[src/common/bus_pkg.sv]
/*
 * Wishbone master definitions
 * bus widths and the bus-master state encoding
 */
package bus_pkg;

    localparam int WB_ADR_W = 32;
    localparam int WB_DAT_W = 32;

    // one classic cycle at a time, direction held in the state
    typedef enum logic [1:0] {
        W_IDLE,
        W_READ,
        W_WRITE
    } wb_state_e;

endpackage

[src/common/rv_pkg.sv]
/*
 * RV32I subset ISA definitions
 * word and register-index widths, reset PC, major opcodes,
 * funct3 codes and the ALU operation set
 */
package rv_pkg;

    localparam int XLEN       = 32;
    localparam int REG_ADDR_W = 5;

    localparam logic [XLEN-1:0] RESET_PC = 32'h3300_0000;

    // funct3 for OP and OP_IMM
    localparam logic [2:0] F3_ADD = 3'b000;
    localparam logic [2:0] F3_SLL = 3'b001;
    localparam logic [2:0] F3_XOR = 3'b100;
    localparam logic [2:0] F3_SRL = 3'b101;
    localparam logic [2:0] F3_OR  = 3'b110;
    localparam logic [2:0] F3_AND = 3'b111;

    // BRANCH funct3 where BLT and BGE compare unsigned
    localparam logic [2:0] F3_BEQ = 3'b000;
    localparam logic [2:0] F3_BNE = 3'b001;
    localparam logic [2:0] F3_BLT = 3'b100;
    localparam logic [2:0] F3_BGE = 3'b101;

    typedef enum logic [6:0] {
        OP     = 7'b0110011,
        OP_IMM = 7'b0010011,
        LOAD   = 7'b0000011,
        STORE  = 7'b0100011,
        BRANCH = 7'b1100011,
        JAL    = 7'b1101111,
        JALR   = 7'b1100111,
        LUI    = 7'b0110111
    } opcode_e;

    typedef enum logic [3:0] {
        ADD,
        SUB,
        XOR,
        OR,
        AND,
        SLL,
        SRL,
        PASS_B,
        EQ,
        NE,
        LTU,
        GEU
    } alu_op_e;

endpackage

[src/bus/wb_master.sv]
/*
 * Wishbone classic bus master
 * runs one read or write cycle per core request and hands back
 * a one-cycle done with the read data
 */
`timescale 1ns/1ps

module wb_master import bus_pkg::*; (
    input  logic                clk,
    input  logic                rst,
    input  logic                req_i,
    input  logic                req_we_i,
    input  logic [WB_ADR_W-1:0] req_adr_i,
    input  logic [WB_DAT_W-1:0] req_wdat_i,
    input  logic [WB_DAT_W-1:0] wb_dat_i,
    input  logic                wb_ack_i,
    output logic [WB_ADR_W-1:0] wb_adr_o,
    output logic [WB_DAT_W-1:0] wb_dat_o,
    output logic                wb_we_o,
    output logic                wb_stb_o,
    output logic                wb_cyc_o,
    output logic                done_o,
    output logic [WB_DAT_W-1:0] rdata_o
);

    wb_state_e state;

    always_ff @(posedge clk or posedge rst) begin
        if (rst) begin
            state    <= W_IDLE;
            wb_adr_o <= '0;
            wb_dat_o <= '0;
            wb_we_o  <= 1'b0;
            wb_stb_o <= 1'b0;
            wb_cyc_o <= 1'b0;
            done_o   <= 1'b0;
            rdata_o  <= '0;
        end else begin
            done_o <= 1'b0;
            case (state)
                W_IDLE: begin
                    if (req_i) begin
                        wb_adr_o <= req_adr_i;
                        wb_dat_o <= req_we_i ? req_wdat_i : '0;
                        wb_we_o  <= req_we_i;
                        wb_stb_o <= 1'b1;
                        wb_cyc_o <= 1'b1;
                        state    <= req_we_i ? W_WRITE : W_READ;
                    end
                end
                W_READ, W_WRITE: begin
                    // outputs hold until the slave acks
                    if (wb_ack_i) begin
                        if (state == W_READ) begin
                            rdata_o <= wb_dat_i;
                        end
                        wb_adr_o <= '0;
                        wb_dat_o <= '0;
                        wb_we_o  <= 1'b0;
                        wb_stb_o <= 1'b0;
                        wb_cyc_o <= 1'b0;
                        done_o   <= 1'b1;
                        state    <= W_IDLE;
                    end
                end
                default: state <= W_IDLE;
            endcase
        end
    end

endmodule

[src/core/rv_alu.sv]
/*
 * ALU
 * add/sub, logic, shifts, LUI pass-through and branch comparisons
 */
`timescale 1ns/1ps

module rv_alu import rv_pkg::*; (
    input  alu_op_e         op_i,
    input  logic [XLEN-1:0] a_i,
    input  logic [XLEN-1:0] b_i,
    output logic [XLEN-1:0] result_o,
    output logic            branch_taken_o
);

    logic [4:0] shamt;
    logic       cmp;

    assign shamt = b_i[4:0];

    // comparisons share one result bit
    always_comb begin
        case (op_i)
            EQ:      cmp = (a_i == b_i);
            NE:      cmp = (a_i != b_i);
            LTU:     cmp = (a_i < b_i);
            GEU:     cmp = (a_i >= b_i);
            default: cmp = 1'b0;
        endcase
    end

    always_comb begin
        case (op_i)
            ADD:     result_o = a_i + b_i;
            SUB:     result_o = a_i - b_i;
            XOR:     result_o = a_i ^ b_i;
            OR:      result_o = a_i | b_i;
            AND:     result_o = a_i & b_i;
            SLL:     result_o = a_i << shamt;
            SRL:     result_o = a_i >> shamt;
            PASS_B:  result_o = b_i;
            default: result_o = {{(XLEN-1){1'b0}}, cmp};
        endcase
    end

    assign branch_taken_o = cmp;

endmodule

[src/core/rv_decoder.sv]
/*
 * Instruction decoder
 * splits an instruction into register fields, builds the immediate
 * and picks the ALU operation and operand source
 */
`timescale 1ns/1ps

module rv_decoder import rv_pkg::*; (
    input  logic [XLEN-1:0]       instr_i,
    output opcode_e               opcode_o,
    output logic [REG_ADDR_W-1:0] rs1_o,
    output logic [REG_ADDR_W-1:0] rs2_o,
    output logic [REG_ADDR_W-1:0] rd_o,
    output logic [XLEN-1:0]       imm_o,
    output alu_op_e               alu_op_o,
    output logic                  use_imm_o
);

    logic [2:0] funct3;
    logic       funct7_b5;

    assign opcode_o  = opcode_e'(instr_i[6:0]);
    assign funct3    = instr_i[14:12];
    assign funct7_b5 = instr_i[30];
    assign rs1_o     = instr_i[19:15];
    assign rs2_o     = instr_i[24:20];

    always_comb begin
        imm_o     = {{20{instr_i[31]}}, instr_i[31:20]};
        alu_op_o  = ADD;
        use_imm_o = 1'b1;
        rd_o      = instr_i[11:7];
        case (opcode_o)
            OP, OP_IMM: begin
                use_imm_o = (opcode_o == OP_IMM);
                case (funct3)
                    F3_ADD:  alu_op_o = (opcode_o == OP && funct7_b5) ? SUB : ADD;
                    F3_SLL:  alu_op_o = SLL;
                    F3_XOR:  alu_op_o = XOR;
                    F3_SRL:  alu_op_o = SRL;
                    F3_OR:   alu_op_o = OR;
                    F3_AND:  alu_op_o = AND;
                    // unsupported funct3 turns into a write to x0
                    default: rd_o = '0;
                endcase
            end
            STORE: imm_o = {{20{instr_i[31]}}, instr_i[31:25], instr_i[11:7]};
            BRANCH: begin
                use_imm_o = 1'b0;
                imm_o = {{19{instr_i[31]}}, instr_i[31], instr_i[7],
                         instr_i[30:25], instr_i[11:8], 1'b0};
                case (funct3)
                    F3_BEQ:  alu_op_o = EQ;
                    F3_BNE:  alu_op_o = NE;
                    F3_BLT:  alu_op_o = LTU;
                    F3_BGE:  alu_op_o = GEU;
                    // ADD never reports taken
                    default: alu_op_o = ADD;
                endcase
            end
            JAL: imm_o = {{11{instr_i[31]}}, instr_i[31], instr_i[19:12],
                          instr_i[20], instr_i[30:21], 1'b0};
            LUI: begin
                imm_o    = {instr_i[31:12], 12'b0};
                alu_op_o = PASS_B;
            end
            // LOAD and JALR keep the I immediate and ADD
            default: ;
        endcase
    end

endmodule

[src/core/rv_regfile.sv]
/*
 * Register file, 32 x 32
 * two combinational read ports, one write port, x0 reads zero
 */
`timescale 1ns/1ps

module rv_regfile import rv_pkg::*; (
    input  logic                  clk,
    input  logic                  rst,
    input  logic [REG_ADDR_W-1:0] rs1_i,
    input  logic [REG_ADDR_W-1:0] rs2_i,
    input  logic [REG_ADDR_W-1:0] rd_i,
    input  logic                  we_i,
    input  logic [XLEN-1:0]       wdata_i,
    output logic [XLEN-1:0]       rs1_data_o,
    output logic [XLEN-1:0]       rs2_data_o
);

    logic [XLEN-1:0] regs [2**REG_ADDR_W];

    always_ff @(posedge clk or posedge rst) begin
        if (rst) begin
            for (int i = 0; i < 2**REG_ADDR_W; i++) begin
                regs[i] <= '0;
            end
        end else if (we_i && rd_i != '0) begin
            // x0 is never written so it stays zero
            regs[rd_i] <= wdata_i;
        end
    end

    assign rs1_data_o = regs[rs1_i];
    assign rs2_data_o = regs[rs2_i];

endmodule

[src/core/rv_sequencer.sv]
/*
 * Instruction sequencer
 * multicycle FSM with PC and instruction register, issues fetch and
 * data requests, picks the next PC and the write-back value
 */
`timescale 1ns/1ps

module rv_sequencer import rv_pkg::*, bus_pkg::*; (
    input  logic                clk,
    input  logic                rst,
    input  logic                done_i,
    input  logic [WB_DAT_W-1:0] rdata_i,
    input  opcode_e             opcode_i,
    input  logic [XLEN-1:0]     imm_i,
    input  logic [XLEN-1:0]     rs1_data_i,
    input  logic [XLEN-1:0]     rs2_data_i,
    input  logic [XLEN-1:0]     alu_result_i,
    input  logic                branch_taken_i,
    output logic [XLEN-1:0]     instr_o,
    output logic [XLEN-1:0]     pc_o,
    output logic                req_o,
    output logic                req_we_o,
    output logic [WB_ADR_W-1:0] req_adr_o,
    output logic [WB_DAT_W-1:0] req_wdat_o,
    output logic                rd_we_o,
    output logic [XLEN-1:0]     rd_wdata_o
);

    typedef enum logic [2:0] {
        FETCH,
        FETCH_WAIT,
        EXECUTE,
        MEM,
        MEM_WAIT
    } seq_state_e;

    seq_state_e      state;
    logic [XLEN-1:0] pc;
    logic [XLEN-1:0] ir;
    logic [XLEN-1:0] pc_plus4;
    logic [XLEN-1:0] next_pc;
    logic            is_mem;
    logic            writes_rd;

    assign pc_plus4 = pc + 32'd4;
    assign is_mem   = (opcode_i == LOAD) || (opcode_i == STORE);

    assign writes_rd = (opcode_i == OP) || (opcode_i == OP_IMM) || (opcode_i == LUI)
                    || (opcode_i == JAL) || (opcode_i == JALR);

    // target of the instruction in EXECUTE
    always_comb begin
        case (opcode_i)
            JAL:     next_pc = pc + imm_i;
            JALR:    next_pc = (rs1_data_i + imm_i) & ~32'd1;
            BRANCH:  next_pc = branch_taken_i ? pc + imm_i : pc_plus4;
            default: next_pc = pc_plus4;
        endcase
    end

    // write-back source
    always_comb begin
        case (opcode_i)
            JAL, JALR: rd_wdata_o = pc_plus4;
            LOAD:      rd_wdata_o = rdata_i;
            default:   rd_wdata_o = alu_result_i;
        endcase
    end

    // LW writes when its data returns, the rest in EXECUTE
    assign rd_we_o = (state == EXECUTE && writes_rd)
                  || (state == MEM_WAIT && done_i && opcode_i == LOAD);

    always_ff @(posedge clk or posedge rst) begin
        if (rst) begin
            state    <= FETCH;
            pc       <= RESET_PC;
            req_o    <= 1'b0;
            req_we_o <= 1'b0;
        end else begin
            req_o <= 1'b0;
            case (state)
                FETCH: begin
                    req_o    <= 1'b1;
                    req_we_o <= 1'b0;
                    state    <= FETCH_WAIT;
                end
                FETCH_WAIT: begin
                    if (done_i) begin
                        state <= EXECUTE;
                    end
                end
                EXECUTE: begin
                    if (is_mem) begin
                        state <= MEM;
                    end else begin
                        pc    <= next_pc;
                        state <= FETCH;
                    end
                end
                MEM: begin
                    req_o    <= 1'b1;
                    req_we_o <= (opcode_i == STORE);
                    state    <= MEM_WAIT;
                end
                MEM_WAIT: begin
                    if (done_i) begin
                        pc    <= pc_plus4;
                        state <= FETCH;
                    end
                end
                default: state <= FETCH;
            endcase
        end
    end

    // instruction and request payload
    always_ff @(posedge clk) begin
        if (state == FETCH_WAIT && done_i) begin
            ir <= rdata_i;
        end
        if (state == FETCH) begin
            req_adr_o <= pc;
        end else if (state == MEM) begin
            req_adr_o  <= alu_result_i;
            req_wdat_o <= rs2_data_i;
        end
    end

    assign instr_o = ir;
    assign pc_o    = pc;

endmodule

[src/rv_wb_cpu.sv]
/*
 * RV32I subset multicycle CPU with a Wishbone master port
 * connects sequencer, decoder, ALU, register file and bus master
 */
`timescale 1ns/1ps

module rv_wb_cpu import rv_pkg::*, bus_pkg::*; (
    input  logic            clk,
    input  logic            rst,
    input  logic [XLEN-1:0] wb_dat_i,
    input  logic            wb_ack_i,
    output logic [XLEN-1:0] wb_adr_o,
    output logic [XLEN-1:0] wb_dat_o,
    output logic            wb_we_o,
    output logic            wb_stb_o,
    output logic            wb_cyc_o
);

    logic [XLEN-1:0]       instr;
    opcode_e               opcode;
    logic [REG_ADDR_W-1:0] rs1, rs2, rd;
    logic [XLEN-1:0]       imm;
    alu_op_e               alu_op;
    logic                  use_imm;
    logic [XLEN-1:0]       rs1_data, rs2_data;
    logic [XLEN-1:0]       alu_b, alu_result;
    logic                  branch_taken;
    logic                  rd_we;
    logic [XLEN-1:0]       rd_wdata;

    // core side of the bus master
    logic                  req, req_we, done;
    logic [WB_ADR_W-1:0]   req_adr;
    logic [WB_DAT_W-1:0]   req_wdat, rdata;

    // second ALU operand
    assign alu_b = use_imm ? imm : rs2_data;

    rv_sequencer u_seq (
        .clk            (clk),
        .rst            (rst),
        .done_i         (done),
        .rdata_i        (rdata),
        .opcode_i       (opcode),
        .imm_i          (imm),
        .rs1_data_i     (rs1_data),
        .rs2_data_i     (rs2_data),
        .alu_result_i   (alu_result),
        .branch_taken_i (branch_taken),
        .instr_o        (instr),
        .pc_o           (),
        .req_o          (req),
        .req_we_o       (req_we),
        .req_adr_o      (req_adr),
        .req_wdat_o     (req_wdat),
        .rd_we_o        (rd_we),
        .rd_wdata_o     (rd_wdata)
    );

    rv_decoder u_dec (
        .instr_i   (instr),
        .opcode_o  (opcode),
        .rs1_o     (rs1),
        .rs2_o     (rs2),
        .rd_o      (rd),
        .imm_o     (imm),
        .alu_op_o  (alu_op),
        .use_imm_o (use_imm)
    );

    rv_alu u_alu (
        .op_i           (alu_op),
        .a_i            (rs1_data),
        .b_i            (alu_b),
        .result_o       (alu_result),
        .branch_taken_o (branch_taken)
    );

    rv_regfile u_rf (
        .clk        (clk),
        .rst        (rst),
        .rs1_i      (rs1),
        .rs2_i      (rs2),
        .rd_i       (rd),
        .we_i       (rd_we),
        .wdata_i    (rd_wdata),
        .rs1_data_o (rs1_data),
        .rs2_data_o (rs2_data)
    );

    wb_master u_wb (
        .clk        (clk),
        .rst        (rst),
        .req_i      (req),
        .req_we_i   (req_we),
        .req_adr_i  (req_adr),
        .req_wdat_i (req_wdat),
        .wb_dat_i   (wb_dat_i),
        .wb_ack_i   (wb_ack_i),
        .wb_adr_o   (wb_adr_o),
        .wb_dat_o   (wb_dat_o),
        .wb_we_o    (wb_we_o),
        .wb_stb_o   (wb_stb_o),
        .wb_cyc_o   (wb_cyc_o),
        .done_o     (done),
        .rdata_o    (rdata)
    );

endmodule

[config.mk]
export PLATFORM = sky130hd
export DESIGN_NAME = rv_wb_cpu
export DESIGN_NICKNAME = d
export VERILOG_FILES = /design/src/common/bus_pkg.sv /design/src/common/rv_pkg.sv /design/src/bus/wb_master.sv /design/src/core/rv_alu.sv /design/src/core/rv_decoder.sv /design/src/core/rv_regfile.sv /design/src/core/rv_sequencer.sv /design/src/rv_wb_cpu.sv
export SDC_FILE = /design/constraint.sdc
export NUM_CORES = 2
export LEC_CHECK = 0
export ABC_AREA = 1
export BUFFER_PORTS_ARGS = -buffer_cell sky130_fd_sc_hd__buf_2
export CORE_ASPECT_RATIO = 1.75
export CORE_MARGIN = 5
export CORE_UTILIZATION = 28
export CTS_CLUSTER_DIAMETER = 30
export DETAILED_ROUTE_END_ITERATION = 16
export MAX_ROUTING_LAYER = met4
export RECOVER_POWER = 100
export SYNTH_ARGS = -nofsm -noshare
export SYNTH_HDL_FRONTEND = slang
export SYNTH_SLANG_ARGS = --single-unit
[constraint.sdc]
create_clock -name clk -period 37.1 [get_ports clk]
set_input_delay 3.71 -clock clk [delete_from_list [all_inputs] [get_ports clk]]
set_output_delay 3.71 -clock clk [all_outputs]
set_load 0.03 [all_outputs]
# After elaboration in Yosys (flattened, before gate mapping)
# Cells that the tools add are included.
[word_totals]
in_bits = 35
n_memories = 0
mem_bits_ro = 0
reg_bits = 1258
wordCells = 186
out_inout_bits = 67
latch_bits = 0
ramBits = 0
[classes]
mul = 0
n_eq_ne = 37
div_mod_pow = 0
order_cmp = 6
bitwise = 7
add_sub_neg = 5
n_reduce_logical = 32
n_mux = 51
shifts = 2
[ops]
columns = ["cell", "count"]
rows = [
  ["$bwmux 1024", 1],
  ["$mux 32", 15],
  ["$bmux 32 s5", 2],
  ["$pmux 32 s2", 4],
  ["$pmux 32 s8", 1],
  ["$demux 32 s5", 1],
  ["$pmux 31 s4", 1],
  ["$add 32x32->32", 3],
  ["$pmux 32 s3", 1],
  ["$add 32x3->32 const B", 1],
  ["$and 32x32->32", 1],
  ["$eq 32x32->1", 1],
  ["$ge 32x32->1", 1],
  ["$lt 32x32->1", 1],
  ["$ne 32x32->1", 1],
  ["$or 32x32->32", 1],
  ["$shl 32x5->32", 1],
  ["$shr 32x5->32", 1],
  ["$sub 32x32->32", 1],
  ["$xor 32x32->32", 1],
  ["$pmux 4 s6", 1],
  ["$eq 7x6->1 const B", 3],
  ["$eq 7x7->1 const B", 3],
  ["$ge 6x6->1 const B", 3],
  ["37 further kinds", 90],
]

# Longest topological paths before layout
[depth]
depth_word = 11
depth_mapped = 40
mapped_depth_nobuf = 36

# Hierarchy
# From an unflattened synthesis, not the netlist that was laid out.
[unflattened]
hier_cells = 12895
area_unflattened_um2 = 83587.7
[modules_own_cells]
columns = ["module", "seq_area_each_um2", "cells_per_inst", "area_per_inst_um2", "n_inst"]
rows = [
  ["rv_regfile", 25624.6, 8272, 56374.1, 1],
  ["rv_sequencer", 3813.7, 1796, 11498.5, 1],
  ["rv_alu", 0.0, 2025, 9982.1, 1],
  ["wb_master", 2527.4, 536, 4401.7, 1],
  ["rv_decoder", 0.0, 162, 839.6, 1],
  ["rv_wb_cpu", 0.0, 104, 491.7, 1],
]

# Least setup slack after synthesis
# No wires, ideal clock.
[synth_path]
kind = "flip-flop to flip-flop"
startpoint = "register u_seq.ir[20], in the netlist u_seq.instr_o[20]"
endpoint = "register u_seq.pc[21], in the netlist u_seq.pc_o[21]"
t_required_ns = 36.983
setup_ns = 0.117
path_buffers = 9
period_less_slack_ns = 5.070
path_stages_with_launch = 36
setup_slack_ns = 32.030
arrival_time_ns = 4.954
cell_sequence = "edfxtp_1 -> inv_2 -> buf_2 -> buf_2 -> clkbuf_1 -> buf_2 -> buf_2 -> buf_2 -> clkbuf_1 -> o21ai_0 -> o221ai_1 -> nand3_1 -> nand3_1 -> nand2_1 -> nand2_1 -> o21ai_0 -> ha_1 -> clkbuf_1 -> inv_1 -> nor2_1 -> inv_1 -> nor2_1 -> nand2_1 -> nor4_1 -> nand4_1 -> inv_1 -> nor2_1 -> or2_0 -> nand3_1 -> nand2_1 -> nand2_1 -> buf_2 -> o21ai_0 -> nand3b_1 -> nand2_1 -> nand2_1"
[synth_via]
elab_chain_cells = 11
elab_cells_between_ends = 17
classes_between = "2 x add/sub; 2 x order compare; 2 x eq/ne; 10 x mux; 1 x bitwise"
[synth_lines]
columns = ["element", "line", "source"]
rows = [
  ["start, declared", "rv_sequencer.sv:39", "logic [XLEN-1:0] ir;"],
  ["start signal, assigned", "rv_sequencer.sv:120", "ir <= rdata_i;"],
  ["$not 5->6 (not written as such)", "rv_regfile.sv:33", "assign rs2_data_o = regs[rs2_i];"],
  ["$bmux 32 s5", "rv_regfile.sv:33", ""],
  ["$mux 32 (not written as such) (2 in series)", "rv_regfile.sv:33", ""],
  ["$mux 32", "rv_wb_cpu.sv:37", "assign alu_b = use_imm ? imm : rs2_data;"],
  ["$ge 32x32->1 (tied with other cells)", "rv_alu.sv:26", "GEU: cmp = (a_i >= b_i);"],
  ["$pmux 1 s4", "rv_alu.sv:22", "case (op_i)"],
  ["$mux 32", "rv_sequencer.sv:56", "BRANCH: next_pc = branch_taken_i ? pc + imm_i : pc_plus4;"],
  ["$pmux 32 s3 (*)", "rv_sequencer.sv:53", "case (opcode_i)"],
  ["$mux 32 (*)", "rv_sequencer.sv:94", "if (is_mem) begin"],
  ["$pmux 32 s2 (*)", "rv_sequencer.sv:82", "case (state)"],
  ["end signal, assigned", "rv_sequencer.sv:97", "pc <= next_pc;"],
  ["end signal, assigned", "rv_sequencer.sv:108", "pc <= pc_plus4;"],
  ["end, declared", "rv_sequencer.sv:38", "logic [XLEN-1:0] pc;"],
]
# Mark *: on every way between the ends. The rest lies on a longest branch, timed or not. The select of a mux whose other input is x is not followed.
# A chain may end at the register's enable or synchronous reset.

==> results.sh <==
export IMPL_outcome="complete, but fails checks"
export IMPL_violations="capacitance limit, slew limit"
export IMPL_timing_final_crit_share_pct=56.0
export IMPL_drv_slew=2759
export IMPL_timing_final_crit_period_ns=20.76
export IMPL_clock_latency_ns=0.95
export IMPL_num_rows=264
export IMPL_arrival_ns=19.69
export IMPL_cts_tree="done"
export IMPL_drt_vias_per_instance=5.49
export IMPL_fin_hold_ws_ns=0.375
export IMPL_grt_pass1_vias=87950
export IMPL_cts_root_buf="clkbuf_16"
export IMPL_path_cells="buf_2 -> clkinvlp_2 -> clkbuf_1 -> clkbuf_1 -> clkbuf_1 -> clkbuf_1"
export IMPL_synth_edff_count=96
export IMPL_rsz0062_at_grt="no"
export IMPL_syn_avg_cell_area_um2=6.56
export IMPL_port_buffers=101
export IMPL_power_leakage_nw=46.5
export IMPL_dp_hpwl_um=308000
export IMPL_fmax_ghz=0.0482
export IMPL_cp_max_fo=143
export IMPL_numCtsBuffers=212
export IMPL_ys_flop_type="dfrtp_1"
export IMPL_worstMarginPinSlew_ns=8.38
export IMPL_finClkSkew_ns=0.0953
export IMPL_drc=0
export IMPL_cts_resized=0
export IMPL_yosysTopAreaCell="dfrtp_1"
export IMPL_crit_family="buffers and inverters"
export IMPL_synth_nets=12893
export IMPL_final_area_um2=94100
export IMPL_ys_seq_area_share_pct=38.4
export IMPL_setup_viol=0
export IMPL_cp_required_ns=36.03
export IMPL_cts_setup_buffers=0
export IMPL_grt_overflow=0
export IMPL_ios=102
export IMPL_synth_most_common_cell="nand2_1"
export IMPL_coreArea_um2=296000
export IMPL_cpPeakStageDelay_ns=5.85
export IMPL_clk_pin_slew_worst_paths_ns=0.06
export IMPL_routed_wl_um=462000
export IMPL_ys_warn_count=0
export IMPL_track_usage_pct=29.8
export IMPL_drive_above_1_share_pct=6.60
export IMPL_slew_headroom_pct=-458
export IMPL_crit_path_frequent_cell="clkbuf_1"
export IMPL_ys_types=59
export IMPL_clockBufferDepth=4
export IMPL_end_kind="async pin"
export IMPL_firstDrtPassIters=9
export IMPL_synth_seq_cells=1258
export IMPL_p_per_area_nw_per_um2=71.5
export IMPL_antenna_found_initial=24
export IMPL_area_growth_synth_to_final_pct=13.1
export IMPL_fin_util_pct=31.8
export IMPL_grt_pass1_wl_um=648000
export IMPL_cts_sinks=1258
export IMPL_place_congestion=1.06
export IMPL_initial_core_util_pct=28.1
export IMPL_min_path_type="reg -> reg"
export IMPL_synth_commonest_cells="nand2_1, nand3_1, dfrtp_1"
export IMPL_vias=90217
export IMPL_syn_inst=12691
export IMPL_dp_cells=16017
export IMPL_die_area_um2=309000
export IMPL_postRouteAntennaNets=0
export IMPL_cts_max_level=4
export IMPL_die_h_um=731
export IMPL_hold_viol_final=0
export IMPL_slowest_stage="clkbuf_1"
export IMPL_nFillCells=32318
export IMPL_synth_top_area_share_pct=34.8
export IMPL_die_x_um=422
export IMPL_fin_nets=12577
export IMPL_synth_area_top_cells="dfrtp_1, nand2_1, nand3_1"
export IMPL_post_drt_wl_per_cell_um=28.1
export IMPL_critPathBufInv=6
export IMPL_grt_max_degree=165
export IMPL_reg2reg_setup_slack_ns=16.99
export IMPL_drt_initial_drc_count=10207
export IMPL_drv_max_cap_violation_count=64
export IMPL_start_kind="input port"
export IMPL_tns_ns=0
export IMPL_synth_area_um2=83200
export IMPL_cts_hold_buf=0
export IMPL_synth_async_reset_ratio_pct=92.4
export IMPL_postPlaceCellArea_um2=87000
export IMPL_finalNonFillerCells=16430
export IMPL_crit_type="in -> async"
export IMPL_irDropWorstVdd_mv=0.0486
## path summary, 6_finish.rpt
check	from	to	depth (start not counted)
max	rst	u_wb.wb_dat_o[30]$_DFFE_PP0P_	6
min	u_rf.regs[996]$_DFFE_PP0P_	u_rf.regs[996]$_DFFE_PP0P_	0
max reg2reg	u_seq.instr_o[21]$_DFFE_PP_	u_rf.regs[605]$_DFFE_PP0P_	33
min reg2reg	u_rf.regs[996]$_DFFE_PP0P_	u_rf.regs[996]$_DFFE_PP0P_	0
max in group clk	u_seq.instr_o[21]$_DFFE_PP_	u_rf.regs[605]$_DFFE_PP0P_	33
min in group asynchronous	rst	u_rf.regs[951]$_DFFE_PP0P_	2
## where the power goes
group	switching (mW)	internal, mW
registers	0.122	1.52
clock network	0.797	1.29
logic	2.40	0.593
total	3.31	3.41
## cell type report
| cell class | count | area, um^2 | area share (%) |
|---|---|---|---|
| well taps | 3857 | 4830 | 5.13 |
| clock buffers | 246 | 5710 | 6.07 |
| flip-flops and latches | 1258 | 32000 | 34.0 |
| inverters | 1031 | 3910 | 4.15 |
| diodes | 22 | 55.1 | 0.0585 |
| repair buffers | 368 | 2300 | 2.44 |
| multi-input cells | 9504 | 43700 | 46.4 |
| clock inverters | 144 | 1720 | 1.83 |
## logic make-up after synthesis
family,count (synthesis),share of synthesized area (%)
and+or+nand+nor,7345,36.1
buffers and inverters,1929,9.45
AOI/OAI and AO/OA,1903,12.5
DFF,1258,38.4
adders and majority gates,167,2.55
xor gates and xnor gates,54,0.568
muxes,35,0.474
## registers in the layout (all words and copies together), names as in the netlist, 2 cells and up
name              cells
u_seq.pc_o           32
u_wb.wb_adr_o        32
u_seq.instr_o        32
u_wb.state            2
u_seq.state           3
u_wb.rdata_o         32
u_seq.req_wdat_o     32
u_seq.req_adr_o      32
u_wb.wb_dat_o        32
u_rf.regs          1024
## through the flow
stage          power [mW]  worst slack (ns)
4_1_cts              6.67             27.16
6_report             6.73             16.34
2_1_floorplan        3.22             0.667
5_1_grt              6.91             13.28
3_3_place_gp         4.58             26.08
3_5_place_dp         4.57             27.10
## placed cells by master, fill, tap and decap left out, drive strengths merged, types with 43 or more instances in the layout
| cell type | synthesis | layout |
|---|---|---|
| a21oi | 601 | 601 |
| buf | 428 | 237 |
| clkbuf | 470 | 377 |
| clkinv | 2 | 61 |
| dfrtp | 1158 | 1158 |
| edfxtp | 96 | 96 |
| ha | 163 | 163 |
| inv | 1029 | 1057 |
| nand2 | 5249 | 5249 |
| nand3 | 1340 | 1340 |
| nand4 | 54 | 54 |
| nor2 | 516 | 516 |
| nor3 | 85 | 85 |
| o211ai | 84 | 84 |
| o21ai | 976 | 976 |
| o221ai | 66 | 66 |
| o22ai | 65 | 65 |
| or2 | 69 | 69 |
| xor2 | 43 | 43 |
## metal layers
metal  vias to the layer above  GRT usage, %  part of all wire [%]
li1                      40052             -                     -
met1                     42850          29.1                    32
met2                      5255          48.3                    47
met3                      2060          5.19                   7.8
met4                         0          32.2                    14
met5                         -             -                     0
(Power assumes the default switching activity.)
